`src/dv/prog.hex`:
```
// One 32-bit instruction word per line, first line at boot_addr
// Registers: t0=$8 t1=$9 t2=$10 t3=$11 s0=ram_base s1=gpio_addr
20080005 // addi t0, zero, 5
20090007 // addi t1, zero, 7
34101001 // ori  s0, zero, 0x1001
00108400 // sll  s0, s0, 16
36110100 // ori  s1, s0, 0x0100
01095020 // add  t2, t0, t1
AE2A0000 // sw   t2, 0(s1)
01285022 // sub  t2, t1, t0
AE2A0000 // sw   t2, 0(s1)
000850C0 // sll  t2, t0, 3
AE2A0000 // sw   t2, 0(s1)
0109502A // slt  t2, t0, t1
AE2A0000 // sw   t2, 0(s1)
340B00A5 // ori  t3, zero, 0xA5
AE0B0000 // sw   t3, 0(s0)
8E0A0000 // lw   t2, 0(s0)
AE2A0000 // sw   t2, 0(s1)
11080002 // beq  t0, t0, +2
340A00EE // ori  t2, zero, 0xEE
AE2A0000 // sw   t2, 0(s1)
15080002 // bne  t0, t0, +2
340A003C // ori  t2, zero, 0x3C
AE2A0000 // sw   t2, 0(s1)
0C10001B // jal  subroutine
340A0099 // ori  t2, zero, 0x99
AE2A0000 // sw   t2, 0(s1)
0810001A // j    to itself
340A0077 // subroutine: ori t2, zero, 0x77
AE2A0000 // sw   t2, 0(s1)
03E00008 // jr   ra

```
`src/common/mips_pkg.sv`:
```
package mips_pkg;

    // Datapath width, also the address width
    localparam int unsigned xlen = 32;

    // Memory map, virtual addresses as seen by the program
    localparam logic [xlen-1:0] boot_addr = 32'h0040_0000; // Reset PC, start of text segment
    localparam int unsigned     rom_words = 64;
    localparam int unsigned     rom_aw    = $clog2(rom_words);
    localparam logic [xlen-1:0] ram_base  = 32'h1001_0000; // Start of data segment
    localparam int unsigned     ram_words = 64;
    localparam int unsigned     ram_aw    = $clog2(ram_words);
    localparam logic [xlen-1:0] gpio_addr = 32'h1001_0100; // First word past the RAM window

    localparam logic [4:0] ra_reg = 5'd31;               // $ra, link register for jal
    localparam rom_file = "/design/src/dv/prog.hex";                  // Program image, one word per line

    // Opcodes
    localparam logic [5:0] op_rtype = 6'h00;
    localparam logic [5:0] op_j     = 6'h02;
    localparam logic [5:0] op_jal   = 6'h03;
    localparam logic [5:0] op_beq   = 6'h04;
    localparam logic [5:0] op_bne   = 6'h05;
    localparam logic [5:0] op_addi  = 6'h08;
    localparam logic [5:0] op_ori   = 6'h0d;
    localparam logic [5:0] op_lw    = 6'h23;
    localparam logic [5:0] op_sw    = 6'h2b;

    // R-type function codes
    localparam logic [5:0] fn_sll = 6'h00;
    localparam logic [5:0] fn_srl = 6'h02;
    localparam logic [5:0] fn_jr  = 6'h08;
    localparam logic [5:0] fn_add = 6'h20;
    localparam logic [5:0] fn_sub = 6'h22;
    localparam logic [5:0] fn_and = 6'h24;
    localparam logic [5:0] fn_or  = 6'h25;
    localparam logic [5:0] fn_slt = 6'h2a;

    // ALU operations
    localparam logic [3:0] alu_add = 4'd0;
    localparam logic [3:0] alu_sub = 4'd1;
    localparam logic [3:0] alu_and = 4'd2;
    localparam logic [3:0] alu_or  = 4'd3;
    localparam logic [3:0] alu_slt = 4'd4;
    localparam logic [3:0] alu_sll = 4'd5;
    localparam logic [3:0] alu_srl = 4'd6;

    // Destination register select
    localparam logic [1:0] dst_rt = 2'd0;
    localparam logic [1:0] dst_rd = 2'd1;
    localparam logic [1:0] dst_ra = 2'd2;

    // Writeback source select
    localparam logic [1:0] wb_alu  = 2'd0;
    localparam logic [1:0] wb_mem  = 2'd1;
    localparam logic [1:0] wb_link = 2'd2;

    // Next-PC source select
    localparam logic [1:0] pc_seq    = 2'd0;
    localparam logic [1:0] pc_branch = 2'd1;
    localparam logic [1:0] pc_jump   = 2'd2;
    localparam logic [1:0] pc_jreg   = 2'd3;

    // One instruction word, three field layouts
    typedef union packed {
        struct packed {
            logic [5:0] opcode;
            logic [4:0] rs;
            logic [4:0] rt;
            logic [4:0] rd;
            logic [4:0] shamt;
            logic [5:0] funct;
        } r;
        struct packed {
            logic [5:0]  opcode;
            logic [4:0]  rs;
            logic [4:0]  rt;
            logic [15:0] imm16;
        } i;
        struct packed {
            logic [5:0]  opcode;
            logic [25:0] target26;
        } j;
    } instr_t;

endpackage
```
`src/core/alu.sv`:
```
module alu import mips_pkg::*; (
    input  logic [xlen-1:0] a,
    input  logic [xlen-1:0] b,
    input  logic [4:0]      shamt,
    input  logic [3:0]      op,
    output logic [xlen-1:0] result,
    output logic            zero
);

    always_comb begin
        case (op)
            alu_add: result = a + b;
            alu_sub: result = a - b;
            alu_and: result = a & b;
            alu_or:  result = a | b;
            alu_slt: begin
                // Signed compare
                result = ($signed(a) < $signed(b)) ? 32'd1 : 32'd0;
            end
            alu_sll: result = b << shamt;   // Shifts operate on rt
            alu_srl: result = b >> shamt;   // Logical, zero fill
            default: result = '0;
        endcase
    end

    assign zero = (result == '0);           // Used by beq and bne

endmodule

```
`config.mk`:
```
export PLATFORM = sky130hd
export DESIGN_NAME = alu
export DESIGN_NICKNAME = d
export VERILOG_FILES = /design/src/common/mips_pkg.sv /design/src/core/alu.sv
export SDC_FILE = /design/constraint.sdc
export NUM_CORES = 1
export LEC_CHECK = 0
export BUFFER_PORTS_ARGS = -buffer_cell sky130_fd_sc_hd__buf_2
export CAP_MARGIN = 10
export CORE_MARGIN = 3
export CORE_UTILIZATION = 56
export DETAILED_ROUTE_END_ITERATION = 10
export PLACE_DENSITY = 0.74
export SLEW_MARGIN = 0
export SYNTH_ARGS = -nofsm -noshare
export SYNTH_HDL_FRONTEND = slang
export SYNTH_SLANG_ARGS = --single-unit
```
`constraint.sdc`:
```
create_clock -name vclk -period 12.1
set_input_delay 1.21 -clock vclk [all_inputs]
set_output_delay 1.21 -clock vclk [all_outputs]
set_load 0.01 [all_outputs]
```
==> results.sh <==
export IMPL_fin_crit_ns=7.553
export IMPL_min_to="result[19]"
export IMPL_worst_pin_slew_ns=1.069
export IMPL_die_w_um=135.1
export IMPL_start_util_pct=57.88
export IMPL_final_common_cell="nand2_1"
export IMPL_clkbuf_count=0
export IMPL_worstPathMaxFanout=68
export IMPL_maxCapViolCount=0
export IMPL_io_pins=106
export IMPL_hold_buffers=0
export IMPL_wire_per_inst_um=28.19
export IMPL_routed_wirelength_um=44560
export IMPL_yosysTopAreaCellShare_pct=14.08
export IMPL_fp_dieH_um=135.1
export IMPL_min_path_cells=6
export IMPL_vias=11720
export IMPL_synthAdderAreaFrac_pct=14.51
export IMPL_antenna_found_initial=0
export IMPL_period_share_pct=62.42
export IMPL_avgSynthCellArea_um2=6.915
export IMPL_status="finished clean"
export IMPL_nNetsFinal=1547
export IMPL_drc_errors=0
export IMPL_worstSetupStartpointType="input pin"
export IMPL_first_pass_iters=8
export IMPL_worstPathArrival_ns=6.34
export IMPL_overflow=0
export IMPL_seq_cells=0
export IMPL_critical_path_class="input pin to primary output"
export IMPL_synth_top_family_by_area="compound AO/OA/AOI/OAI gates"
export IMPL_slew_viol_final=0
export IMPL_syn_cell_area_um2=9328
export IMPL_ir_drop_mv=0.05145
export IMPL_setup_tns_ns=0
export IMPL_std_cell_rows=46
export IMPL_yosysUniqueCellTypes=85
export IMPL_ys_warn_count=0
export IMPL_synth_xor_area_share_pct=2.347
export IMPL_netlist_instances=1349
export IMPL_critPathBufInv=3
export IMPL_rsz0062_at_grt="false"
export IMPL_hpwlAfterDp_um=34840
export IMPL_grt_pass1_wl_um=65080
export IMPL_io_buffer_count=106
export IMPL_viasPerCell=7.413
export IMPL_fmax_ghz=0.1324
export IMPL_ys_seq_area_share_pct=0
export IMPL_synth_simple_gate_area_share_pct=21.81
export IMPL_critical_path_top_delay_family="simple AND/OR/NAND/NOR gates"
export IMPL_yosysTopAreaCell="ha_1"
export IMPL_crit_path_max_incr_delay_ns=0.77
export IMPL_max_slew_margin_pct=28.58
export IMPL_holdWs_ns=3.172
export IMPL_grt_max_degree=76
export IMPL_area_growth_synth_to_final_pct=4.802
export IMPL_drive_above_1_share_pct=14.95
export IMPL_cts_resized=0
export IMPL_synth_mux_area_fraction_pct=19.68
export IMPL_leakagePower_uw=0.004282
export IMPL_grt_usage_pct=46.27
export IMPL_final_cell_mix="151 x nand2_1, 123 x nor2_1, 113 x a21oi_1"
export IMPL_nFillCells=1577
export IMPL_drt_iter0_drc=2063
export IMPL_setup_viol=0
export IMPL_crit_cells=13
export IMPL_core_area_um2=16120
export IMPL_synthesis_nets=1529
export IMPL_ant_nets=0
export IMPL_critPathRequiredTime_ns=10.89
export IMPL_critPathSlowestCell="buf_4"
export IMPL_post_cts_setup_buffer_count=0
export IMPL_finalWeightedCongestion=1.126
export IMPL_regArea_um2=0
export IMPL_endpoint_kind="primary output"
export IMPL_holdCritStartpoint="op[2]"
export IMPL_power_density_nw_per_um2=49.97
export IMPL_first_global_vias=10490
export IMPL_path_cells="buf_4 -> buf_4 -> mux2i_1 -> nor3_1 -> a211oi_1 -> o311ai_0 -> or3_1 -> or4_1 -> or4_1 -> or4_1 -> nor4b_2 -> nor4b_2 -> buf_2"
export IMPL_hold_viol=0
export IMPL_synth_area_top_cells="ha_1 14%, mux4_2 11%, nand2_1 6.1%"
export IMPL_dieArea_um2=18240
export IMPL_diodes=0
export IMPL_min_path_type="input pin to primary output"
export IMPL_path_common_cell="or4_1"
export IMPL_synth_compound_area_share_pct=32.38
worst min-delay path, stage by stage:
cell	delay, ns
buf_2	0.18
nor3_1	0.09
buf_4	0.21
nand2_1	0.08
nand2_1	0.04
buf_2	0.14
cell usage after synthesis, types with 11 or more instances:
| master | instances |
|---|---|
| a21oi_1 | 113 |
| clkbuf_1 | 67 |
| nor2b_1 | 14 |
| nand2_1 | 151 |
| nand4_1 | 12 |
| o22ai_1 | 22 |
| mux2_2 | 17 |
| o21ai_0 | 88 |
| inv_1 | 100 |
| nand3_1 | 25 |
| nor3_1 | 22 |
| a211oi_1 | 31 |
| buf_2 | 19 |
| mux4_2 | 46 |
| nor2_1 | 123 |
| or3_1 | 16 |
| ha_1 | 105 |
| o211ai_1 | 29 |
| mux2i_1 | 56 |
| o221ai_1 | 17 |
| xnor2_1 | 21 |
| o31ai_1 | 17 |
| a31oi_1 | 11 |
cell families after synthesis:
group           count (synthesis)
compound gates                452
xor+xnor                       25
fa+ha+maj                     107
buf+inv                       209
mux                           123
simple gates                  433
metrics by stage:
step / cells / utilization [%] / worst slack [ns] / total power (uW) / instance area, um2
after CTS: 1581 / 60.66 / 4.681 / 463.9 / 9776
after detailed placement: 1581 / 60.66 / 4.688 / 461.6 / 9776
after global routing: 1581 / 60.66 / 4.337 / 509.6 / 9776
final: 1581 / 60.66 / 4.547 / 488.5 / 9776
after floorplan: 1349 / - / 5.764 / 308.2 / 9328
after global placement: 1581 / 60.66 / 4.772 / 458.9 / 9776
area by class of cell:
type / instances / area, um2 / share of cell area (%)
well taps: 216 / 270.3 / 2.765
inverters: 105 / 394.1 / 4.032
repair buffers: 120 / 643.1 / 6.579
multi-input cells: 1140 / 8468 / 86.62
metal layers:
layer	GRT usage [%]	wire, um	vias to the layer above
li1	-	-	5076
met1	59.61	16080	5324
met2	71.01	18730	1086
met3	11.74	6312	234
met4	25.03	3440	0
met5	0	0	-
report_power, final:
part | internal (uW) | total [uW] | leakage [uW] | switching (uW)
logic | 167 | 488 | 0.00428 | 321
clock network | 0 | 0 | 0 | 0
registers | 0 | 0 | 0 | 0
worst max-delay path by stage:
stage,start,endpoint
floorplan,b[4],zero
global placement,shamt[1],zero
detailed placement,shamt[1],zero
CTS,shamt[1],zero
global route,shamt[1],zero
finish,shamt[1],zero
No activity file was read; power rests on OpenSTA's default activity.
