### config.mk
export PLATFORM = sky130hd
export DESIGN_NAME = reg_file
export DESIGN_NICKNAME = d
export VERILOG_FILES = /design/src/common/mips_pkg.sv /design/src/core/reg_file.sv
export SDC_FILE = /design/constraint.sdc
export NUM_CORES = 1
export LEC_CHECK = 0
export BUFFER_PORTS_ARGS = -buffer_cell sky130_fd_sc_hd__buf_2
export CAP_MARGIN = 10
export CORE_ASPECT_RATIO = 1.2
export CORE_MARGIN = 1.5
export CORE_UTILIZATION = 55
export CTS_CLUSTER_DIAMETER = 150
export DETAILED_ROUTE_END_ITERATION = 10
export PLACE_DENSITY = 0.67
export SETUP_SLACK_MARGIN = 0.02
export SKIP_LAST_GASP = 1
export SYNTH_ARGS = -nofsm -noshare
export SYNTH_HDL_FRONTEND = slang
export SYNTH_SLANG_ARGS = --single-unit
### constraint.sdc
create_clock -name clk -period 4.3 [get_ports clk]
set_clock_uncertainty 0.05 [all_clocks]
set_input_delay 0.86 -clock clk [delete_from_list [all_inputs] [get_ports clk]]
set_output_delay 0.86 -clock clk [all_outputs]
set_load 0.05 [all_outputs]
### src/dv/prog.hex
// One 32-bit instruction word per line, first line at boot_addr
// Registers: t0=$8 t1=$9 t2=$10 t3=$11 s0=ram_base s1=gpio_addr
20080005 // addi t0, zero, 5
20090007 // addi t1, zero, 7
34101001 // ori  s0, zero, 0x1001
00108400 // sll  s0, s0, 16
36110100 // ori  s1, s0, 0x0100
01095020 // add  t2, t0, t1
AE2A0000 // sw   t2, 0(s1)
01285022 // sub  t2, t1, t0
AE2A0000 // sw   t2, 0(s1)
000850C0 // sll  t2, t0, 3
AE2A0000 // sw   t2, 0(s1)
0109502A // slt  t2, t0, t1
AE2A0000 // sw   t2, 0(s1)
340B00A5 // ori  t3, zero, 0xA5
AE0B0000 // sw   t3, 0(s0)
8E0A0000 // lw   t2, 0(s0)
AE2A0000 // sw   t2, 0(s1)
11080002 // beq  t0, t0, +2
340A00EE // ori  t2, zero, 0xEE
AE2A0000 // sw   t2, 0(s1)
15080002 // bne  t0, t0, +2
340A003C // ori  t2, zero, 0x3C
AE2A0000 // sw   t2, 0(s1)
0C10001B // jal  subroutine
340A0099 // ori  t2, zero, 0x99
AE2A0000 // sw   t2, 0(s1)
0810001A // j    to itself
340A0077 // subroutine: ori t2, zero, 0x77
AE2A0000 // sw   t2, 0(s1)
03E00008 // jr   ra

### src/common/mips_pkg.sv
package mips_pkg;

    // Datapath width, also the address width
    localparam int unsigned xlen = 32;

    // Memory map, virtual addresses as seen by the program
    localparam logic [xlen-1:0] boot_addr = 32'h0040_0000; // Reset PC, start of text segment
    localparam int unsigned     rom_words = 64;
    localparam int unsigned     rom_aw    = $clog2(rom_words);
    localparam logic [xlen-1:0] ram_base  = 32'h1001_0000; // Start of data segment
    localparam int unsigned     ram_words = 64;
    localparam int unsigned     ram_aw    = $clog2(ram_words);
    localparam logic [xlen-1:0] gpio_addr = 32'h1001_0100; // First word past the RAM window

    localparam logic [4:0] ra_reg = 5'd31;               // $ra, link register for jal
    localparam rom_file = "/design/src/dv/prog.hex";                  // Program image, one word per line

    // Opcodes
    localparam logic [5:0] op_rtype = 6'h00;
    localparam logic [5:0] op_j     = 6'h02;
    localparam logic [5:0] op_jal   = 6'h03;
    localparam logic [5:0] op_beq   = 6'h04;
    localparam logic [5:0] op_bne   = 6'h05;
    localparam logic [5:0] op_addi  = 6'h08;
    localparam logic [5:0] op_ori   = 6'h0d;
    localparam logic [5:0] op_lw    = 6'h23;
    localparam logic [5:0] op_sw    = 6'h2b;

    // R-type function codes
    localparam logic [5:0] fn_sll = 6'h00;
    localparam logic [5:0] fn_srl = 6'h02;
    localparam logic [5:0] fn_jr  = 6'h08;
    localparam logic [5:0] fn_add = 6'h20;
    localparam logic [5:0] fn_sub = 6'h22;
    localparam logic [5:0] fn_and = 6'h24;
    localparam logic [5:0] fn_or  = 6'h25;
    localparam logic [5:0] fn_slt = 6'h2a;

    // ALU operations
    localparam logic [3:0] alu_add = 4'd0;
    localparam logic [3:0] alu_sub = 4'd1;
    localparam logic [3:0] alu_and = 4'd2;
    localparam logic [3:0] alu_or  = 4'd3;
    localparam logic [3:0] alu_slt = 4'd4;
    localparam logic [3:0] alu_sll = 4'd5;
    localparam logic [3:0] alu_srl = 4'd6;

    // Destination register select
    localparam logic [1:0] dst_rt = 2'd0;
    localparam logic [1:0] dst_rd = 2'd1;
    localparam logic [1:0] dst_ra = 2'd2;

    // Writeback source select
    localparam logic [1:0] wb_alu  = 2'd0;
    localparam logic [1:0] wb_mem  = 2'd1;
    localparam logic [1:0] wb_link = 2'd2;

    // Next-PC source select
    localparam logic [1:0] pc_seq    = 2'd0;
    localparam logic [1:0] pc_branch = 2'd1;
    localparam logic [1:0] pc_jump   = 2'd2;
    localparam logic [1:0] pc_jreg   = 2'd3;

    // One instruction word, three field layouts
    typedef union packed {
        struct packed {
            logic [5:0] opcode;
            logic [4:0] rs;
            logic [4:0] rt;
            logic [4:0] rd;
            logic [4:0] shamt;
            logic [5:0] funct;
        } r;
        struct packed {
            logic [5:0]  opcode;
            logic [4:0]  rs;
            logic [4:0]  rt;
            logic [15:0] imm16;
        } i;
        struct packed {
            logic [5:0]  opcode;
            logic [25:0] target26;
        } j;
    } instr_t;

endpackage
### src/core/reg_file.sv
module reg_file import mips_pkg::*; (
    input  logic            clk,
    input  logic [4:0]      ra1,
    input  logic [4:0]      ra2,
    input  logic [4:0]      wa,
    input  logic [xlen-1:0] wd,
    input  logic            we,
    output logic [xlen-1:0] rd1,
    output logic [xlen-1:0] rd2
);

    logic [xlen-1:0] regs [32];

    // Write at the end of the instruction's cycle, $zero never written
    always_ff @(posedge clk) begin
        if (we && (wa != 5'd0)) begin
            regs[wa] <= wd;
        end
    end

    // Asynchronous reads
    assign rd1 = (ra1 == 5'd0) ? '0 : regs[ra1];
    assign rd2 = (ra2 == 5'd0) ? '0 : regs[ra2];

endmodule

==> summary.md <==
| Metric | Value |
|---|---|
| P per Cell Area | 413 mW/mm² |
| Clock edge transition at the registers on the reported setup and hold paths | 0.06 ns |
| Clock period minus final worst setup slack | 4.11 ns |
| Total negative slack | 0 ns |
| Critical path startpoint category | input port |
| Total number of clock tree sinks | 1,024 |
| Reported net switching power | 5.38 mW |
| Proportion of power drawn by the clock network | 40.0% |
| Fraction of the yosys area taken by sequential cells | 64.2% |
| Total clock buffers created by CTS | 101 |
| IR drop worst, VDD | 0.286 mV |
| Maximum level of the CTS H-tree | 3 |
| Mapped Area | 0.0479 mm² |
| Aggregate global routing overflow | 0 |
| DRC Markers | 0 |
| Portion of total power attributed to combinational logic | 11.0% |
| Number of pins with negative max-slew slack in the final report | 0 |
| Data required, critical path | 3.39 ns |
| Average wire per cell in the routed design | 37.8 µm |
| Number of warnings printed during yosys synthesis | 0 |
| Number of flip-flops in the largest register | 1,024 |
| Leading registers by flop count | regs x1024 |
| Buffers on Ports | 112 |
| Commonest cells after routing, fill and taps aside | sky130_fd_sc_hd__edfxtp_1 (1,024), sky130_fd_sc_hd__mux2i_1 (320), sky130_fd_sc_hd__mux4_2 (298) |
| MaxCap Viol Count | 0 |
| Routability congestion estimate from global placement | 0.846 |
| Slew at the pin with the worst max-slew slack | 1.09 ns |
| Cell count after synthesis | 2,564 |
| Global-route wire length before repair | 214,000 µm |
| Critical path endpoint category | primary output |
| Initial standard-cell utilization of the core | 55.5% |
| Die X-Extent | 272 µm |
| Sequential cell area | 0.0307 mm² |
| Internal power | 17.5 mW |
| Class of the tightest hold or removal check | in -> reg |
| Sequential fraction of design power | 49.0% |
| Post-placement worst setup slack | 0.134 ns |
| Fraction of layout cells with a size suffix above 1 | 30.8% |
| Register bit count reported by yosys | 1,024 |
| Headroom to the max-slew limit | 26.9% |
| Setup repair after global routing missed its margin | false |
| Detailed router's first-iteration violation count | 4,721 |
| Avg Inst Size Synth | 18.7 µm² |
| 1st-pass router iterations | 5 |
| Syn-to-layout area delta | 15.4% |
| Area taken by multi-input logic gates | 0.0164 mm² |
| Vertical die dimension | 326 µm |
| Data arrival time at the worst-slack endpoint | 3.20 ns |
| TritonCTS clock tree | done |
| Quantity of hold-fixing buffers added after cts | 0 |
| Largest net degree at the start of global routing | 64 |
| Antenna Violating Nets Remaining | 0 |
| Count of endpoints failing setup in the final report | 0 |
| Leading cell type in the layout, fill and taps excluded | sky130_fd_sc_hd__edfxtp_1 |
| DR vias/cell | 7.40 |
| Maximum root-to-sink buffer count | 3 |
| Final WS setup | 0.192 ns |
| Outcome | complete, no violations |
| Number of I/O pins | 113 |
| Core Region | 0.0864 mm² |
| Power after layout | 22.9 mW |
| Number of cell rows | 118 |
| Period utilization | 95.5% |
| Via count of the first global-routing pass | 30,100 |
| CTS Root Cell | sky130_fd_sc_hd__clkbuf_16 |
| Fraction of power spent switching nets | 23.5% |
| Synth cell types | 38 |
| Worst setup path endpoint | rd2[9] |
| LEAKAGE | 18.5 nW |
| Maximum operating frequency | 243 MHz |
| DR vias | 29,700 |
| Global-route usage over all layers | 34.2% |
| Initial antenna violation count | 4 |
| Final hold vios | 0 |
| Timing startpoint of the critical path | ra2[0] |
| # fillers | 5,868 |
| Classification of the worst setup path | in -> out |
| Post-DP HPWL | 87,200 µm |
| Final Routed Wirelength | 152,000 µm |
| Die area | 0.0889 mm² |
| Critical path peak fanout | 46 |
| Number of instances on the worst hold path | 1 |
| Reg with most FFs | regs |
| Nets | 2,832 |
## worst max-delay path: stages
cell,delay [ns]
sky130_fd_sc_hd__buf_8,0.18
sky130_fd_sc_hd__buf_12,0.33
sky130_fd_sc_hd__buf_4,0.44
sky130_fd_sc_hd__mux4_2,0.60
sky130_fd_sc_hd__a221oi_2,0.29
sky130_fd_sc_hd__a211oi_1,0.09
sky130_fd_sc_hd__buf_4,0.17
sky130_fd_sc_hd__buf_12,0.14
## cell families (layout without fill, tap and decap cells)
group,Yosys count,count (layout),share of synthesized area [%]
buffers and inverters,218,493,2.44
other,1,35,0.00782
and+or+nand+nor,210,210,2.17
AOI/OAI and AO/OA,375,375,6.09
DFF,1024,1024,64.2
muxes,736,736,25.1
## metal layers
layer,vias up,track usage (%),part of all wire (%),wire (µm)
met2,2235,53.2,47,71200
met1,15500,46.2,36,54700
met4,2,16.8,5.2,7850
met5,-,0,0.0073,11
li1,11500,-,-,-
met3,441,7.60,12,17800
## repair_timing
action,CTS,global route
resized for setup,0,2
setup endpoints to repair,0,2
setup buffers,0,0
## stage by stage
step                hold WS, ns  cells  instance area, µm²  utilization, %
floorplan                 0.909   2595               48000               -
global placement           1.28   3820               51900            60.1
detailed placement         1.31   3820               51900            60.1
CTS                       0.587   4010               55300            64.0
global route              0.624   4012               55300            64.0
finish                    0.618   4013               55300            64.0
## area by class of cell
cell class / count / share of cell area (%)
sequential: 1024 / 55.6
multi-input combinational: 1353 / 29.7
timing repair buffer: 301 / 5.92
clock buffer: 119 / 4.81
tap: 1140 / 2.58
clock inverter: 71 / 1.35
inverter: 2 / 0.0158
antenna: 3 / 0.0136
## cell usage after synthesis (all sizes together)
cell	instances	share of area [%]
mux2i	320	6.7
a211oi	64	1.0
clkbuf	99	0.78
or4	1	0.023
and3	1	0.013
nand3b	6	0.094
a21oi	32	0.33
o221ai	64	1.2
edfxtp	1024	64
nand2b	1	0.013
nor2	37	0.29
a221oi	55	1.3
nand2	83	0.65
or3b	5	0.091
or3	2	0.026
or2	1	0.013
nand3	2	0.021
a311oi	32	0.58
nor2b	37	0.48
and2	2	0.026
mux4	352	17
buf	117	1.6
mux2	64	1.5
o21ai	55	0.57
inv	2	0.016
conb	1	0.0078
a22oi	64	1.0
o2111ai	9	0.16
nand4	32	0.42
## power by group through the flow
| stage | Sequential (mW) | Clock [mW] | Combinational, mW |
|---|---|---|---|
| floorplan | 11.4 | 0 | 1.42 |
| global placement | 11.4 | 0 | 2.46 |
| detailed placement | 11.4 | 0 | 2.49 |
| CTS | 11.2 | 9.21 | 2.50 |
| global route | 11.2 | 9.56 | 2.60 |
| finish | 11.2 | 9.14 | 2.52 |
## worst min path at each step
stage	startpoint	endpoint	slack, ns
floorplan	wd[0]	regs[0][0]$_DFFE_PP_	0.91
global placement	wd[15]	regs[0][15]$_DFFE_PP_	1.28
detailed placement	wd[15]	regs[1][15]$_DFFE_PP_	1.31
CTS	wd[21]	regs[5][21]$_DFFE_PP_	0.59
global route	wd[30]	regs[10][30]$_DFFE_PP_	0.62
finish	wd[15]	regs[21][15]$_DFFE_PP_	0.62
(Power assumes the default switching activity.)
