File: src/dv/prog.hex
// One 32-bit instruction word per line, first line at boot_addr
// Registers: t0=$8 t1=$9 t2=$10 t3=$11 s0=ram_base s1=gpio_addr
20080005 // addi t0, zero, 5
20090007 // addi t1, zero, 7
34101001 // ori  s0, zero, 0x1001
00108400 // sll  s0, s0, 16
36110100 // ori  s1, s0, 0x0100
01095020 // add  t2, t0, t1
AE2A0000 // sw   t2, 0(s1)
01285022 // sub  t2, t1, t0
AE2A0000 // sw   t2, 0(s1)
000850C0 // sll  t2, t0, 3
AE2A0000 // sw   t2, 0(s1)
0109502A // slt  t2, t0, t1
AE2A0000 // sw   t2, 0(s1)
340B00A5 // ori  t3, zero, 0xA5
AE0B0000 // sw   t3, 0(s0)
8E0A0000 // lw   t2, 0(s0)
AE2A0000 // sw   t2, 0(s1)
11080002 // beq  t0, t0, +2
340A00EE // ori  t2, zero, 0xEE
AE2A0000 // sw   t2, 0(s1)
15080002 // bne  t0, t0, +2
340A003C // ori  t2, zero, 0x3C
AE2A0000 // sw   t2, 0(s1)
0C10001B // jal  subroutine
340A0099 // ori  t2, zero, 0x99
AE2A0000 // sw   t2, 0(s1)
0810001A // j    to itself
340A0077 // subroutine: ori t2, zero, 0x77
AE2A0000 // sw   t2, 0(s1)
03E00008 // jr   ra

File: src/common/mips_pkg.sv
package mips_pkg;

    // Datapath width, also the address width
    localparam int unsigned xlen = 32;

    // Memory map, virtual addresses as seen by the program
    localparam logic [xlen-1:0] boot_addr = 32'h0040_0000; // Reset PC, start of text segment
    localparam int unsigned     rom_words = 64;
    localparam int unsigned     rom_aw    = $clog2(rom_words);
    localparam logic [xlen-1:0] ram_base  = 32'h1001_0000; // Start of data segment
    localparam int unsigned     ram_words = 64;
    localparam int unsigned     ram_aw    = $clog2(ram_words);
    localparam logic [xlen-1:0] gpio_addr = 32'h1001_0100; // First word past the RAM window

    localparam logic [4:0] ra_reg = 5'd31;               // $ra, link register for jal
    localparam rom_file = "/design/src/dv/prog.hex";                  // Program image, one word per line

    // Opcodes
    localparam logic [5:0] op_rtype = 6'h00;
    localparam logic [5:0] op_j     = 6'h02;
    localparam logic [5:0] op_jal   = 6'h03;
    localparam logic [5:0] op_beq   = 6'h04;
    localparam logic [5:0] op_bne   = 6'h05;
    localparam logic [5:0] op_addi  = 6'h08;
    localparam logic [5:0] op_ori   = 6'h0d;
    localparam logic [5:0] op_lw    = 6'h23;
    localparam logic [5:0] op_sw    = 6'h2b;

    // R-type function codes
    localparam logic [5:0] fn_sll = 6'h00;
    localparam logic [5:0] fn_srl = 6'h02;
    localparam logic [5:0] fn_jr  = 6'h08;
    localparam logic [5:0] fn_add = 6'h20;
    localparam logic [5:0] fn_sub = 6'h22;
    localparam logic [5:0] fn_and = 6'h24;
    localparam logic [5:0] fn_or  = 6'h25;
    localparam logic [5:0] fn_slt = 6'h2a;

    // ALU operations
    localparam logic [3:0] alu_add = 4'd0;
    localparam logic [3:0] alu_sub = 4'd1;
    localparam logic [3:0] alu_and = 4'd2;
    localparam logic [3:0] alu_or  = 4'd3;
    localparam logic [3:0] alu_slt = 4'd4;
    localparam logic [3:0] alu_sll = 4'd5;
    localparam logic [3:0] alu_srl = 4'd6;

    // Destination register select
    localparam logic [1:0] dst_rt = 2'd0;
    localparam logic [1:0] dst_rd = 2'd1;
    localparam logic [1:0] dst_ra = 2'd2;

    // Writeback source select
    localparam logic [1:0] wb_alu  = 2'd0;
    localparam logic [1:0] wb_mem  = 2'd1;
    localparam logic [1:0] wb_link = 2'd2;

    // Next-PC source select
    localparam logic [1:0] pc_seq    = 2'd0;
    localparam logic [1:0] pc_branch = 2'd1;
    localparam logic [1:0] pc_jump   = 2'd2;
    localparam logic [1:0] pc_jreg   = 2'd3;

    // One instruction word, three field layouts
    typedef union packed {
        struct packed {
            logic [5:0] opcode;
            logic [4:0] rs;
            logic [4:0] rt;
            logic [4:0] rd;
            logic [4:0] shamt;
            logic [5:0] funct;
        } r;
        struct packed {
            logic [5:0]  opcode;
            logic [4:0]  rs;
            logic [4:0]  rt;
            logic [15:0] imm16;
        } i;
        struct packed {
            logic [5:0]  opcode;
            logic [25:0] target26;
        } j;
    } instr_t;

endpackage
File: src/mem/data_bus.sv
module data_bus import mips_pkg::*; (
    input  logic            clk,
    input  logic            rst_n,
    input  logic [xlen-1:0] addr,
    input  logic [xlen-1:0] wdata,
    input  logic            mem_read,
    input  logic            mem_write,
    output logic [xlen-1:0] rdata,
    output logic [7:0]      gpio_data_out
);

    logic [xlen-1:0]   ram [ram_words];
    logic [xlen-1:0]   ram_off;         // Translated RAM byte offset
    logic [ram_aw-1:0] ram_idx;
    logic              ram_hit;
    logic              gpio_hit;
    logic [7:0]        gpio_q;

    // Address decode
    assign ram_off  = addr - ram_base;
    assign ram_idx  = ram_off[2 +: ram_aw];
    assign ram_hit  = (addr >= ram_base) && (addr < ram_base + 4 * ram_words);
    assign gpio_hit = (addr == gpio_addr);

    // Word store into RAM
    always_ff @(posedge clk) begin
        if (mem_write && ram_hit) begin
            ram[ram_idx] <= wdata;
        end
    end

    // GPIO output register, only the low byte is kept
    always_ff @(posedge clk) begin
        if (!rst_n)                      gpio_q <= 8'h00;
        else if (mem_write && gpio_hit) gpio_q <= wdata[7:0];
    end

    assign gpio_data_out = gpio_q;

    // Load path
    always_comb begin
        if (!mem_read)     rdata = '0;
        else if (gpio_hit) rdata = {24'h000000, gpio_q};  // Zero extended
        else               rdata = ram[ram_idx];
    end

    // Bus accesses must be word aligned
    assert property (@(posedge clk) disable iff (!rst_n)
        (mem_read || mem_write) |-> (addr[1:0] == 2'b00))
        else $error("data_bus: misaligned access at %h", addr);

    // and must land in RAM or on the GPIO word
    assert property (@(posedge clk) disable iff (!rst_n)
        (mem_read || mem_write) |-> (ram_hit || gpio_hit))
        else $error("data_bus: unmapped access at %h", addr);

endmodule

File: config.mk
export PLATFORM = sky130hd
export DESIGN_NAME = data_bus
export DESIGN_NICKNAME = d
export VERILOG_FILES = /design/src/common/mips_pkg.sv /design/src/mem/data_bus.sv
export SDC_FILE = /design/constraint.sdc
export NUM_CORES = 2
export LEC_CHECK = 0
export BUFFER_PORTS_ARGS = -buffer_cell sky130_fd_sc_hd__buf_2
export CAP_MARGIN = 20
export CELL_PAD_IN_SITES_DETAIL_PLACEMENT = 1
export CELL_PAD_IN_SITES_GLOBAL_PLACEMENT = 2
export CORE_MARGIN = 8
export CORE_UTILIZATION = 50
export CTS_BUF_LIST = sky130_fd_sc_hd__clkbuf_8
export DETAILED_ROUTE_END_ITERATION = 10
export PLACE_DENSITY_LB_ADDON = 0.1
export SETUP_SLACK_MARGIN = 0.2
export SLEW_MARGIN = 20
export SYNTH_ARGS = -nofsm -noshare
export SYNTH_HDL_FRONTEND = slang
export SYNTH_SLANG_ARGS = --single-unit
export TNS_END_PERCENT = 5
File: constraint.sdc
create_clock -name clk -period 10 [get_ports clk]
set_input_delay 2 -clock clk [delete_from_list [all_inputs] [get_ports clk]]
set_output_delay 2 -clock clk [all_outputs]
set_load 0.005 [all_outputs]
==> results.cfg <==
[status]
run_status = completed

[routing]
finalWirelength_um = 285000
dr.pass1.iters = 7
viasPerCell = 6.89
via_count = 47300
wl_per_cell_um = 41.5
drt_drc_violations_left = 0
drt-initial-drc-count = 7200
antenna_violating_nets_post_route = 0

[layout]
number_of_fill_cells_in_the_layout = 13800
areaGrowthSynthToFinish_pct = 12.2
design.final.nets = 4618
layout_common_cells = edfxtp_1, clkbuf_8, mux2i_1
layout.cell_area.non_filler_um2 = 89100
final_common_cell = edfxtp_1
post_route_cells_drive_above_1_share_pct = 23.2

[setup_path]
cp_data_arrival_time_ps = 6220
critical_path_peak_fanout = 72
critical-path-slowest-cell = a2111oi_0
critical_path.startpoint_type = input port
max_stage_delay_ps = 860
required_ps = 8000
timing.critical_path.cells = buf_8 > buf_4 > nor2b_4 > buf_4 > a22o_1 > a22oi_1 > a21oi_1 > a2111oi_0 > a31oi_1 > buf_2
worstSetupPathType = in2out
path_delay_family = buffers and inverters
setup.worst_path.end_class = output pin
worstPathBufferInverterCount = 4
critical-path-top-cell-by-count = buf_4

[floorplanning]
die_y_um = 415
start_util_pct = 50.3
std_cell_rows = 146
fp.dieW_um = 415
core_region_area_um2 = 158000
die-area_um2 = 172000
boundaryPins = 108

[sta]
upper_clock_frequency_limit_mhz = 122
skew_ps = 0
rsz0062_at_grt = false
timing.final.setup_violations = 0
total_neg_setup_slack_ps = 0
min_period_over_period_pct = 82.2
hold_viol_final = 0
post-route-min-period_ps = 8220
slew_violations = 0
worst_slew_pin_tran_ps = 1230
relSlewSlack_pct = 17.4

[grt]
grt_pass1_vias = 46600
grt_start_max_net_pins = 78
grt_overflow_total = 0
grt_util_all_layers_pct = 32.2
antenna_found_initial = 16
grt_pass1_wl_um = 387000

[power_and_ir_drop]
switchingPower_mw = 4.09
power_report.internal_total_mw = 13.1
power.switching_fraction_pct = 23.8
share_comb_of_total_power_pct = 5.9
pwr-share-seq_pct = 55.1
clockPowerShare_pct = 39.0
power_per_cell_area_nw_per_um2 = 193
vdd_ir_drop_max_mv = 0.123
power.leakage_nw = 28.8

[yosys]
synthXorXnorAreaFrac_pct = 0
synth_fa_ha_area_share_pct = 0
postSynthCellCount = 4194
post_synth_edffs = 2048
post_synthesis_net_count = 4262
dominant_combinational_cell_family_by_area_after_synthesis = multiplexers
synth-seq-area-share_pct = 77.6
synthDistinctLibCells = 71
async_flop_share_pct = 0
post_synth_instance_area_um2 = 79400
synth_compound_area_share_pct = 8.53
ys.warnings.count = 0
synth.area.mux_share_pct = 9.66
postSynth.topFlopCell = edfxtp_1
synth_simple_gate_area_share_pct = 2.11
post_synth.cell_area_avg_um2 = 18.9
synth-seq-cells = 2056

[clock_tree]
post_cts_resized = 0
tritoncts = done
clockRootBuffer = clkbuf_8
cts.hold.buffers_added = 0
cts.sink_count = 2056
clock_tree.htree_level_count = 5
path_clk_slew_ps = 50
numCtsBuffers = 352
ctsLongestPathBuffers = 4
cts.repair_timing.setup_buffer_count = 0
worst_skew_pair.late_latency_ps = 1020

[worst_hold_path]
worstHoldPathType = reg2reg

[placed_design]
post_dp_cell_area_um2 = 83100
finalWeightedCongestion = 0.850
port-buffer-count = 107
hpwl_after_detailed_placement_um = 160000

[flow_run]
maxCapViolCount = 0
-- cell usage after synthesis (5+ instances only) --
master / n / share of area [%]
a31oi_1: 39 / 0.31
and3_1: 12 / 0.095
nor3_1: 10 / 0.063
o2111ai_1: 5 / 0.055
o22ai_1: 88 / 0.69
a221o_1: 43 / 0.54
a22oi_1: 146 / 1.4
nor2b_1: 13 / 0.10
mux4_2: 155 / 4.4
clkbuf_1: 79 / 0.37
o21ai_0: 96 / 0.60
a22o_1: 41 / 0.45
a21oi_1: 145 / 0.91
buf_2: 115 / 0.72
a221oi_1: 202 / 2.2
edfxtp_1: 2048 / 77
mux2_2: 167 / 2.4
buf_4: 57 / 0.54
a2bb2oi_1: 6 / 0.066
a222oi_1: 11 / 0.14
buf_6: 25 / 0.35
o22a_1: 18 / 0.20
o221ai_1: 9 / 0.099
nor2_1: 165 / 0.78
o2bb2ai_1: 15 / 0.17
a211oi_1: 16 / 0.15
dfxtp_1: 8 / 0.20
nand2b_1: 7 / 0.055
nand3_1: 11 / 0.069
mux2i_1: 227 / 2.9
nand4_1: 5 / 0.039
a41oi_1: 5 / 0.055
buf_1: 16 / 0.076
nand3b_1: 5 / 0.047
nand2_1: 102 / 0.48
-- stage by stage --
step	cells	power, mW	hold slack (ps)	setup WS, ps	util [%]
2_1_floorplan	4194	10.1	521	4370	-
3_3_place_gp	6267	10.6	533	1940	52.6
3_5_place_dp	6268	10.7	548	1980	52.6
4_1_cts	6860	17.3	556	1980	56.4
5_1_grt	6865	17.6	584	1880	56.4
6_report	6869	17.2	553	1780	56.4
-- worst register-to-register path, stage by stage (launching register included) --
cell     delay, ps
dfxtp_1        540
mux2i_1        130
nor2b_1        140
-- cell type report --
class,count,area [µm²],area share [%]
well taps,2072,2590,2.91
multi-input cells,1842,16700,18.8
repair buffers,294,2150,2.41
flip-flops and latches,2056,61700,69.2
diodes,9,22.5,0.0253
clock buffers,365,5020,5.64
inverters,4,30.0,0.0337
clock inverters,227,913,1.02
-- cell families after synthesis --
group | Yosys count
flip-flops | 2056
AO/OA/AOI/OAI | 924
multiplexers | 551
AND/OR/NAND/NOR | 367
buffers and inverters | 296
-- per-layer routing --
metal / track usage [%] / wire length [µm]
met4: 11.0 / 10400
met2: 48.6 / 128000
met1: 45.9 / 113000
met5: 0 / 64
met3: 8.61 / 33500
-- path summary, 6_finish.rpt --
path	from	end	slack, ps	cells past startpoint
max	addr[4]	rdata[27]	1780	10
min	gpio_data_out[0]$_SDFFE_PN0P_	gpio_data_out[0]$_SDFFE_PN0P_	550	2
max reg2reg	gpio_data_out[7]$_SDFFE_PN0P_	gpio_data_out[7]$_SDFFE_PN0P_	9140	2
min reg2reg	gpio_data_out[0]$_SDFFE_PN0P_	gpio_data_out[0]$_SDFFE_PN0P_	550	2
-- registers in the layout (all words and copies together), names as in the netlist --
signal	cells
gpio_data_out	8
ram	2048
-- power by group through the flow --
stage                     Sequential (mW)  Combinational (mW)  Clock (mW)
after floorplan                      9.66               0.471           0
after global placement               9.66               0.980           0
after detailed placement             9.66               0.994           0
after CTS                            9.48               0.996        6.79
after global routing                 9.47                1.04        7.14
final                                9.48                1.02        6.72
Note: power is estimated with default switching activity, not from simulation.
