`src/dv/prog.hex`:
```
// One 32-bit instruction word per line, first line at boot_addr
// Registers: t0=$8 t1=$9 t2=$10 t3=$11 s0=ram_base s1=gpio_addr
20080005 // addi t0, zero, 5
20090007 // addi t1, zero, 7
34101001 // ori  s0, zero, 0x1001
00108400 // sll  s0, s0, 16
36110100 // ori  s1, s0, 0x0100
01095020 // add  t2, t0, t1
AE2A0000 // sw   t2, 0(s1)
01285022 // sub  t2, t1, t0
AE2A0000 // sw   t2, 0(s1)
000850C0 // sll  t2, t0, 3
AE2A0000 // sw   t2, 0(s1)
0109502A // slt  t2, t0, t1
AE2A0000 // sw   t2, 0(s1)
340B00A5 // ori  t3, zero, 0xA5
AE0B0000 // sw   t3, 0(s0)
8E0A0000 // lw   t2, 0(s0)
AE2A0000 // sw   t2, 0(s1)
11080002 // beq  t0, t0, +2
340A00EE // ori  t2, zero, 0xEE
AE2A0000 // sw   t2, 0(s1)
15080002 // bne  t0, t0, +2
340A003C // ori  t2, zero, 0x3C
AE2A0000 // sw   t2, 0(s1)
0C10001B // jal  subroutine
340A0099 // ori  t2, zero, 0x99
AE2A0000 // sw   t2, 0(s1)
0810001A // j    to itself
340A0077 // subroutine: ori t2, zero, 0x77
AE2A0000 // sw   t2, 0(s1)
03E00008 // jr   ra

```
`src/common/mips_pkg.sv`:
```
package mips_pkg;

    // Datapath width, also the address width
    localparam int unsigned xlen = 32;

    // Memory map, virtual addresses as seen by the program
    localparam logic [xlen-1:0] boot_addr = 32'h0040_0000; // Reset PC, start of text segment
    localparam int unsigned     rom_words = 64;
    localparam int unsigned     rom_aw    = $clog2(rom_words);
    localparam logic [xlen-1:0] ram_base  = 32'h1001_0000; // Start of data segment
    localparam int unsigned     ram_words = 64;
    localparam int unsigned     ram_aw    = $clog2(ram_words);
    localparam logic [xlen-1:0] gpio_addr = 32'h1001_0100; // First word past the RAM window

    localparam logic [4:0] ra_reg = 5'd31;               // $ra, link register for jal
    localparam rom_file = "/design/src/dv/prog.hex";                  // Program image, one word per line

    // Opcodes
    localparam logic [5:0] op_rtype = 6'h00;
    localparam logic [5:0] op_j     = 6'h02;
    localparam logic [5:0] op_jal   = 6'h03;
    localparam logic [5:0] op_beq   = 6'h04;
    localparam logic [5:0] op_bne   = 6'h05;
    localparam logic [5:0] op_addi  = 6'h08;
    localparam logic [5:0] op_ori   = 6'h0d;
    localparam logic [5:0] op_lw    = 6'h23;
    localparam logic [5:0] op_sw    = 6'h2b;

    // R-type function codes
    localparam logic [5:0] fn_sll = 6'h00;
    localparam logic [5:0] fn_srl = 6'h02;
    localparam logic [5:0] fn_jr  = 6'h08;
    localparam logic [5:0] fn_add = 6'h20;
    localparam logic [5:0] fn_sub = 6'h22;
    localparam logic [5:0] fn_and = 6'h24;
    localparam logic [5:0] fn_or  = 6'h25;
    localparam logic [5:0] fn_slt = 6'h2a;

    // ALU operations
    localparam logic [3:0] alu_add = 4'd0;
    localparam logic [3:0] alu_sub = 4'd1;
    localparam logic [3:0] alu_and = 4'd2;
    localparam logic [3:0] alu_or  = 4'd3;
    localparam logic [3:0] alu_slt = 4'd4;
    localparam logic [3:0] alu_sll = 4'd5;
    localparam logic [3:0] alu_srl = 4'd6;

    // Destination register select
    localparam logic [1:0] dst_rt = 2'd0;
    localparam logic [1:0] dst_rd = 2'd1;
    localparam logic [1:0] dst_ra = 2'd2;

    // Writeback source select
    localparam logic [1:0] wb_alu  = 2'd0;
    localparam logic [1:0] wb_mem  = 2'd1;
    localparam logic [1:0] wb_link = 2'd2;

    // Next-PC source select
    localparam logic [1:0] pc_seq    = 2'd0;
    localparam logic [1:0] pc_branch = 2'd1;
    localparam logic [1:0] pc_jump   = 2'd2;
    localparam logic [1:0] pc_jreg   = 2'd3;

    // One instruction word, three field layouts
    typedef union packed {
        struct packed {
            logic [5:0] opcode;
            logic [4:0] rs;
            logic [4:0] rt;
            logic [4:0] rd;
            logic [4:0] shamt;
            logic [5:0] funct;
        } r;
        struct packed {
            logic [5:0]  opcode;
            logic [4:0]  rs;
            logic [4:0]  rt;
            logic [15:0] imm16;
        } i;
        struct packed {
            logic [5:0]  opcode;
            logic [25:0] target26;
        } j;
    } instr_t;

endpackage
```
`src/core/pc_unit.sv`:
```
module pc_unit import mips_pkg::*; (
    input  logic            clk,
    input  logic            rst_n,
    input  instr_t          instr,
    input  logic [xlen-1:0] rs_data,
    input  logic            branch,     // beq
    input  logic            branch_ne,  // bne
    input  logic            zero,
    input  logic            jump,
    input  logic            jump_reg,
    output logic [xlen-1:0] pc,
    output logic [xlen-1:0] pc_plus4
);

    logic [1:0]      pc_sel;
    logic [xlen-1:0] branch_target;
    logic [xlen-1:0] jump_target;
    logic [xlen-1:0] pc_next;

    assign pc_plus4      = pc + 32'd4;
    assign branch_target = pc_plus4 + {{14{instr.i.imm16[15]}}, instr.i.imm16, 2'b00};
    assign jump_target   = {pc_plus4[31:28], instr.j.target26, 2'b00}; // Stays in the 256 MB region

    // jr and j win over branches, decoder never raises more than one anyway
    always_comb begin
        if (jump_reg)                                     pc_sel = pc_jreg;
        else if (jump)                                    pc_sel = pc_jump;
        else if ((branch && zero) || (branch_ne && !zero)) pc_sel = pc_branch;
        else                                              pc_sel = pc_seq;
    end

    always_comb begin
        case (pc_sel)
            pc_branch: pc_next = branch_target;
            pc_jump:   pc_next = jump_target;
            pc_jreg:   pc_next = rs_data;
            default:   pc_next = pc_plus4;
        endcase
    end

    always_ff @(posedge clk) begin
        if (!rst_n) pc <= boot_addr;
        else        pc <= pc_next;
    end

    // A misaligned jr target would fetch garbage from the ROM
    assert property (@(posedge clk) disable iff (!rst_n) pc[1:0] == 2'b00)
        else $error("pc_unit: misaligned pc %h", pc);

endmodule

```
`config.mk`:
```
export PLATFORM = sky130hd
export DESIGN_NAME = pc_unit
export DESIGN_NICKNAME = d
export VERILOG_FILES = /design/src/common/mips_pkg.sv /design/src/core/pc_unit.sv
export SDC_FILE = /design/constraint.sdc
export NUM_CORES = 1
export LEC_CHECK = 0
export BUFFER_PORTS_ARGS = -buffer_cell sky130_fd_sc_hd__buf_2
export CORE_AREA = 2 2 88 90
export CTS_CLUSTER_SIZE = 28
export DETAILED_ROUTE_END_ITERATION = 10
export DIE_AREA = 0 0 90 92
export HOLD_SLACK_MARGIN = 0.06
export PLACE_DENSITY = 0.92
export SLEW_MARGIN = 20
export SYNTH_ARGS = -nofsm -noshare
export SYNTH_HDL_FRONTEND = slang
export SYNTH_SLANG_ARGS = --single-unit
```
`constraint.sdc`:
```
create_clock -name clk -period 4.7 [get_ports clk]
set_clock_uncertainty 0.05 [all_clocks]
set_input_delay 0.47 -clock clk [delete_from_list [all_inputs] [get_ports clk]]
set_output_delay 0.47 -clock clk [all_outputs]
set_load 0.03 [all_outputs]
```
==> flow_summary.toml, run 1 <==
[die]
die-width_um = 90
die_area_mm2 = 0.00828
i_o_pin_count = 135
dieHeight_um = 92
core_region_area_mm2 = 0.00745
rows = 32
initial_util_pct = 48.9

[synth]
synth_sequential_area_ratio_pct = 17.6
yosysWarningCount = 0
flops_latches_synth = 32
synth_simple_gate_area_share_pct = 22.4
synth-adder-area-share_pct = 12.2
yosys.area_share.xor_xnor_pct = 12.0
netlist_top_cells_count = "nand2_1 (48), a21oi_1 (44), nor2_1 (38)"
synth_area_mm2 = 0.00364
dominant_combinational_cell_family_by_area_after_synthesis = "compound AO/OA/AOI/OAI gates"
synth_top_area_cell = "dfxtp_1"
synthArstFlopShare_pct = 0
muxShareOfSynthArea_pct = 0.275
synth.distinct_cells = 65
synthFlopType = "dfxtp_1"
synthTopCellsByArea = "dfxtp_1 (18%), ha_1 (12%), xnor2_1 (7.9%)"
synth_compound_area_share_pct = 31.4
synthesis.instances = 486
syn-mean-instance-area_um2 = 7.49
count_of_flip_flops_with_a_built_in_enable_after_synthesis = 0
yosys.cell_count.top_type = "nand2_1"
synth.net_count = 592
synth_top_cell_area_share_pct = 17.6

[cts]
clockRootBuffer = "clkbuf_8"
cts_repair_resize_count = 0
hold_buffer_count_at_cts = 0
numCtsBuffers = 5
insertion_delay_to_the_later_sink_of_the_worst_skew_pair_ns = 0.29
maximum_number_of_buffers_from_clock_root_to_sink = 2
path_clk_slew_ns = 0.08
count_of_buffers_added_by_post_cts_timing_repair_for_setup = 0
cts_sinks = 32
ctsHtreeMaxLevel = 2
cts_tree = "built"

[detailed_routing]
drt.antenna.violating_nets = 0
wl_um = 12100
wire_per_inst_um = 17.2
initialDrtViolationCount = 269
dr.pass1.iters = 5
detailroute.via_count = 4308
route.detailed.drc = 0
post_drt_via_cell_ratio = 6.09

[critical_path]
cp_data_arrival_time_ns = 4.35
worstPathMaxFanout = 7
critical_path.startpoint_type = "register"
worstRegToRegCells = 15
reg2reg_setup_slack_ns = 0.46
timing.critical_path.from = "pc[10]"
endpoint_kind = "register"
setup.worst_path.class = "reg2reg"
crit-reg2reg-launch = "pc[10]"
critical_path.reg2reg.endpoint = "pc[31]"
cp_data_required_time_ns = 4.82
crit_end = "pc[31]"

[grt]
antenna_found_initial = 0
grt_pass1_wl_um = 19300
met3_usage_pct = 4.19
grt_usage_pct = 28.2
use_met2_pct = 48.2
gr-max-usage-layer = "met2"
grt_start_max_net_pins = 54
total_global_routing_overflow = 0
vias_in_the_first_global_route = 4075
grt_util_met1_pct = 36.1

[final_layout]
finalInstanceArea_mm2 = 0.00448
syn2layout_area_growth_pct = 23.0
n_antenna_cell = 0
biggestRegsByFlops = "pc: 32 flops"
registers.top_by_ff_count = "pc"
postLayoutCoreUtil_pct = 60.1
layout.nets = 710
number_of_flip_flops_in_the_largest_register = 32
layout-drive-gt1-share_pct = 26.3

[outcome]
outcome = "completed"

[placement]
hpwlAfterDp_um = 9180
dpl-instance-area_mm2 = 0.00435
count_of_port_buffers_added_during_placement = 128
routabilityCongestion = 0.943

[sta]
slew_violations = 0
max_freq_ghz = 0.236
worst_slew_margin_rel_pct = 37.6
final_hold_viol_count = 0
max_slew.worst_pin.slew_ns = 0.934
setup_viol = 0
layout_min_cycle_time_ns = 4.24
grt_setup_unrepaired = "false"
post-route-period-util_pct = 90.1
fin_tns_setup_ns = 0

[run]
max-cap-violations = 0

[power_and_ir_drop]
powerDensity_mw_per_mm2 = 268
total_leakage_power_nw = 2.20
vdd.ir_drop.worst_mv = 0.154

[worst_hold_path]
type_of_the_worst_min_delay_path = "in2reg"
-- power breakdown --
| group | switching [mW] | internal, mW |
|---|---|---|
| registers | 0.0256 | 0.295 |
| logic | 0.365 | 0.213 |
| clock network | 0.116 | 0.187 |
| total | 0.507 | 0.695 |
-- per-stage QoR --
stage,total power [mW],instances,worst slack [ns],hold slack [ns]
6_report,1.20,707,0.465,0.400
5_1_grt,1.27,707,0.154,0.393
4_1_cts,1.20,707,0.569,0.400
3_5_place_dp,0.893,699,0.606,0.613
3_3_place_gp,0.879,699,0.726,0.582
2_1_floorplan,0.739,486,0.391,0.587
-- cell type report --
class                   instances  area, um^2
flip-flops and latches         32         641
fillers                       699        2970
well taps                     102         128
repair buffers                133         678
multi-input cells             417        2850
clock inverters                 1        30.0
inverters                      15        56.3
clock buffers                   7        96.3
-- routing by layer --
layer / vias up / share of wire [%]
li1: 2032 / -
met2: 235 / 49
met4: 0 / 2.2
met5: - / 0
met1: 2014 / 41
met3: 27 / 8.7
-- worst min-delay path by stage --
stage                      startpoint  endpoint  slack (ns)  cells after the start
after floorplan            rs_data[0]     pc[0]        0.59                      2
after global placement          pc[1]     pc[1]        0.58                      3
after detailed placement        pc[1]     pc[1]        0.61                      3
after CTS                 rs_data[25]    pc[25]        0.40                      3
after global routing      rs_data[25]    pc[25]        0.39                      3
final                     rs_data[25]    pc[25]        0.40                      3
-- placed cells by master (no fill, tap or decap), drive strengths merged, types with 3 or more instances in the layout --
cell,count
nor3b,4
o21bai,6
and3,9
nor2,38
nor2b,12
a21oi,46
and2,6
o21a,5
buf,133
clkbuf,7
nor3,6
nand4,11
o221ai,3
xnor2,33
or3,3
a21o,16
o211a,4
inv,14
nand2,48
a221oi,13
dfxtp,32
a222oi,5
o21ai,37
xor2,17
nand3,19
a22oi,8
a31oi,5
ha,34
-- cell families (layout without fill, tap and decap cells) --
kind of cell / after synthesis / count (layout)
AO/OA/AOI/OAI: 167 / 167
flip-flops: 32 / 32
multiplexers: 1 / 1
adder cells (fa/ha/maj): 35 / 35
XOR/XNOR: 50 / 50
AND/OR/NAND/NOR: 164 / 164
buffers and inverters: 37 / 156
-- critical path: stages, from the launching register on --
cell and delay [ns]:
dfxtp_1 0.44, and4_1 0.30, and3_1 0.27, and3_1 0.48, nand2_1 0.13, xnor2_1 0.29, ha_1 0.37, a21o_1 0.21
a21o_1 0.17, a21oi_1 0.22, o32ai_1 0.15, a31oi_2 0.21, a21oi_1 0.13, or3_1 0.36, a311oi_2 0.25, nor3b_1 0.07
Power figures use the tool's default switching activity.
==> inputs of run 2 (changes only) <==
SETUP_SLACK_MARGIN = 0.5   (was not set)
==> run 2 against run 1 <==
  * Final area decreased by 0.25%
  * Hold slack lost 0.014 ns
  * Worst setup slack better by 0.37 ns
  * Clock-buffer cell count down 2
  * First-iteration DRC count unchanged
  * Flip-flop and latch count stayed put
==> flow_summary.toml, run 2 (synthesized netlist as in run 1, its figures left out) <==
[worst_hold_path]
hold_path_end = "pc[1]"
hold_depth = 3
type_of_the_worst_min_delay_path = "in2reg"
min_from = "rs_data[1]"

[grt]
total_global_routing_overflow = 0
grt_pass1_wl_um = 19400
antenna_found_initial = 0
use_met2_pct = 48.4
grt_start_max_net_pins = 54
met3_usage_pct = 3.62
grt_usage_pct = 28.3
grt_util_met1_pct = 35.3
vias_in_the_first_global_route = 4118
gr-max-usage-layer = "met2"

[critical_path]
setup.worst_path.class = "reg2reg"
critical_path.startpoint_type = "register"
reg2reg_setup_slack_ns = 0.83
cp_data_arrival_time_ns = 3.99
crit-reg2reg-launch = "pc[2]"
critical_path.reg2reg.endpoint = "pc[31]"
worstRegToRegCells = 16
endpoint_kind = "register"
cp_data_required_time_ns = 4.83
worstPathMaxFanout = 7

[sta]
worst_slew_margin_rel_pct = 36.4
fin_tns_setup_ns = 0
grt_setup_unrepaired = "false"
postLayoutSetupSlackWorst_ns = 0.835
max_slew.worst_pin.slew_ns = 0.951
max_freq_ghz = 0.259
layout_min_cycle_time_ns = 3.87
post-route-period-util_pct = 82.2
final_hold_viol_count = 0
slew_violations = 0
worst_hold_check_slack_ns = 0.386
setup_viol = 0

[die]
die-width_um = 90
i_o_pin_count = 135
die_area_mm2 = 0.00828
dieHeight_um = 92
initial_util_pct = 48.9
rows = 32
core_region_area_mm2 = 0.00745

[final_layout]
multi_input_comb_area_mm2 = 0.00287
registers.top_by_ff_count = "pc"
number_of_flip_flops_in_the_largest_register = 32
seqCellArea_um2 = 641
finalNonFillerCells = 705
final_common_cell = "buf_2"
finalInstanceArea_mm2 = 0.00447
layout-drive-gt1-share_pct = 26.4
biggestRegsByFlops = "pc: 32 flops"
n_antenna_cell = 0
mostFrequentLayoutCells = "buf_2 (128), nand2_1 (48), a21oi_1 (44)"
postLayoutCoreUtil_pct = 60.0
syn2layout_area_growth_pct = 22.7
filler_cell_count = 691
layout.nets = 708

[power_and_ir_drop]
powerDensity_mw_per_mm2 = 262
internal-power_uw = 664
power_mw = 1.17
netSwitchingFraction_pct = 43.2
vdd.ir_drop.worst_mv = 0.164
combPwrFrac_pct = 49.3
total_leakage_power_nw = 2.20
power_share_of_the_clock_group_pct = 23.3
switching_power_uw = 506
p_seq_share_pct = 27.4

[placement]
hpwlAfterDp_um = 9190
place.detailed.instances = 697
dpl-instance-area_mm2 = 0.00435
routabilityCongestion = 0.935
pre_cts_ws_ns = 0.693
count_of_port_buffers_added_during_placement = 128

[cts]
ctsHtreeMaxLevel = 2
hold_buffer_count_at_cts = 0
cts_sinks = 32
cts_tree = "built"
maximum_number_of_buffers_from_clock_root_to_sink = 2
insertion_delay_to_the_later_sink_of_the_worst_skew_pair_ns = 0.28
path_clk_slew_ns = 0.08
count_of_buffers_added_by_post_cts_timing_repair_for_setup = 0
numCtsBuffers = 5
clockRootBuffer = "clkbuf_8"

[detailed_routing]
drt.antenna.violating_nets = 0
wire_per_inst_um = 17.1
dr.pass1.iters = 6
wl_um = 12100
detailroute.via_count = 4294
initialDrtViolationCount = 269
post_drt_via_cell_ratio = 6.09
route.detailed.drc = 0

[run]
max-cap-violations = 0

[outcome]
outcome = "completed"
## run 2: final cells by class
type	instances	area share (%)
multi-input cells	417	64.2
repair buffers	131	14.8
flip-flops and latches	32	14.3
well taps	102	2.86
clock buffers	5	1.54
inverters	15	1.26
clock inverters	3	0.952
## run 2: what timing repair did
item                       in CTS  in global routing
resized for setup               0                  3
setup endpoints to repair       0                  2
hold endpoints to repair        0                  0
## run 2: power by group through the flow
| stage | registers [mW] | logic (mW) | clock network [mW] |
|---|---|---|---|
| after floorplan | 0.370 | 0.370 | 0 |
| after global placement | 0.324 | 0.554 | 0 |
| after detailed placement | 0.326 | 0.567 | 0 |
| after CTS | 0.319 | 0.570 | 0.279 |
| after global routing | 0.325 | 0.624 | 0.292 |
| final | 0.321 | 0.577 | 0.273 |
## run 2: worst max-delay path by stage
| stage | to | slack (ns) | start |
|---|---|---|---|
| detailed placement | pc[31] | 0.69 | pc[2] |
| global route | pc[31] | 0.55 | pc[2] |
| CTS | pc[31] | 0.66 | pc[2] |
| finish | pc[31] | 0.83 | pc[2] |
| floorplan | pc[31] | 0.63 | pc[2] |
| global placement | pc[31] | 0.77 | pc[2] |
## run 2: worst max-delay path, cell delays in order (launching register included)
cell and delay, ns:
dfxtp_1 0.40, ha_1 0.25, nand4_1 0.14, nor2_1 0.23, and3_4 0.29, nand2_1 0.11
xnor2_2 0.17, ha_1 0.38, a21o_1 0.20, a21o_1 0.17, a21oi_1 0.21, o32ai_1 0.14
a31oi_2 0.20, a21oi_1 0.13, or3_1 0.36, a311oi_2 0.25, nor3b_1 0.07
## run 2: per-layer routing
layer / wire length [um] / vias up
met2: 5770 / 220
met5: 0 / -
met4: 365 / 0
met1: 5030 / 2009
li1: - / 2028
met3: 885 / 37
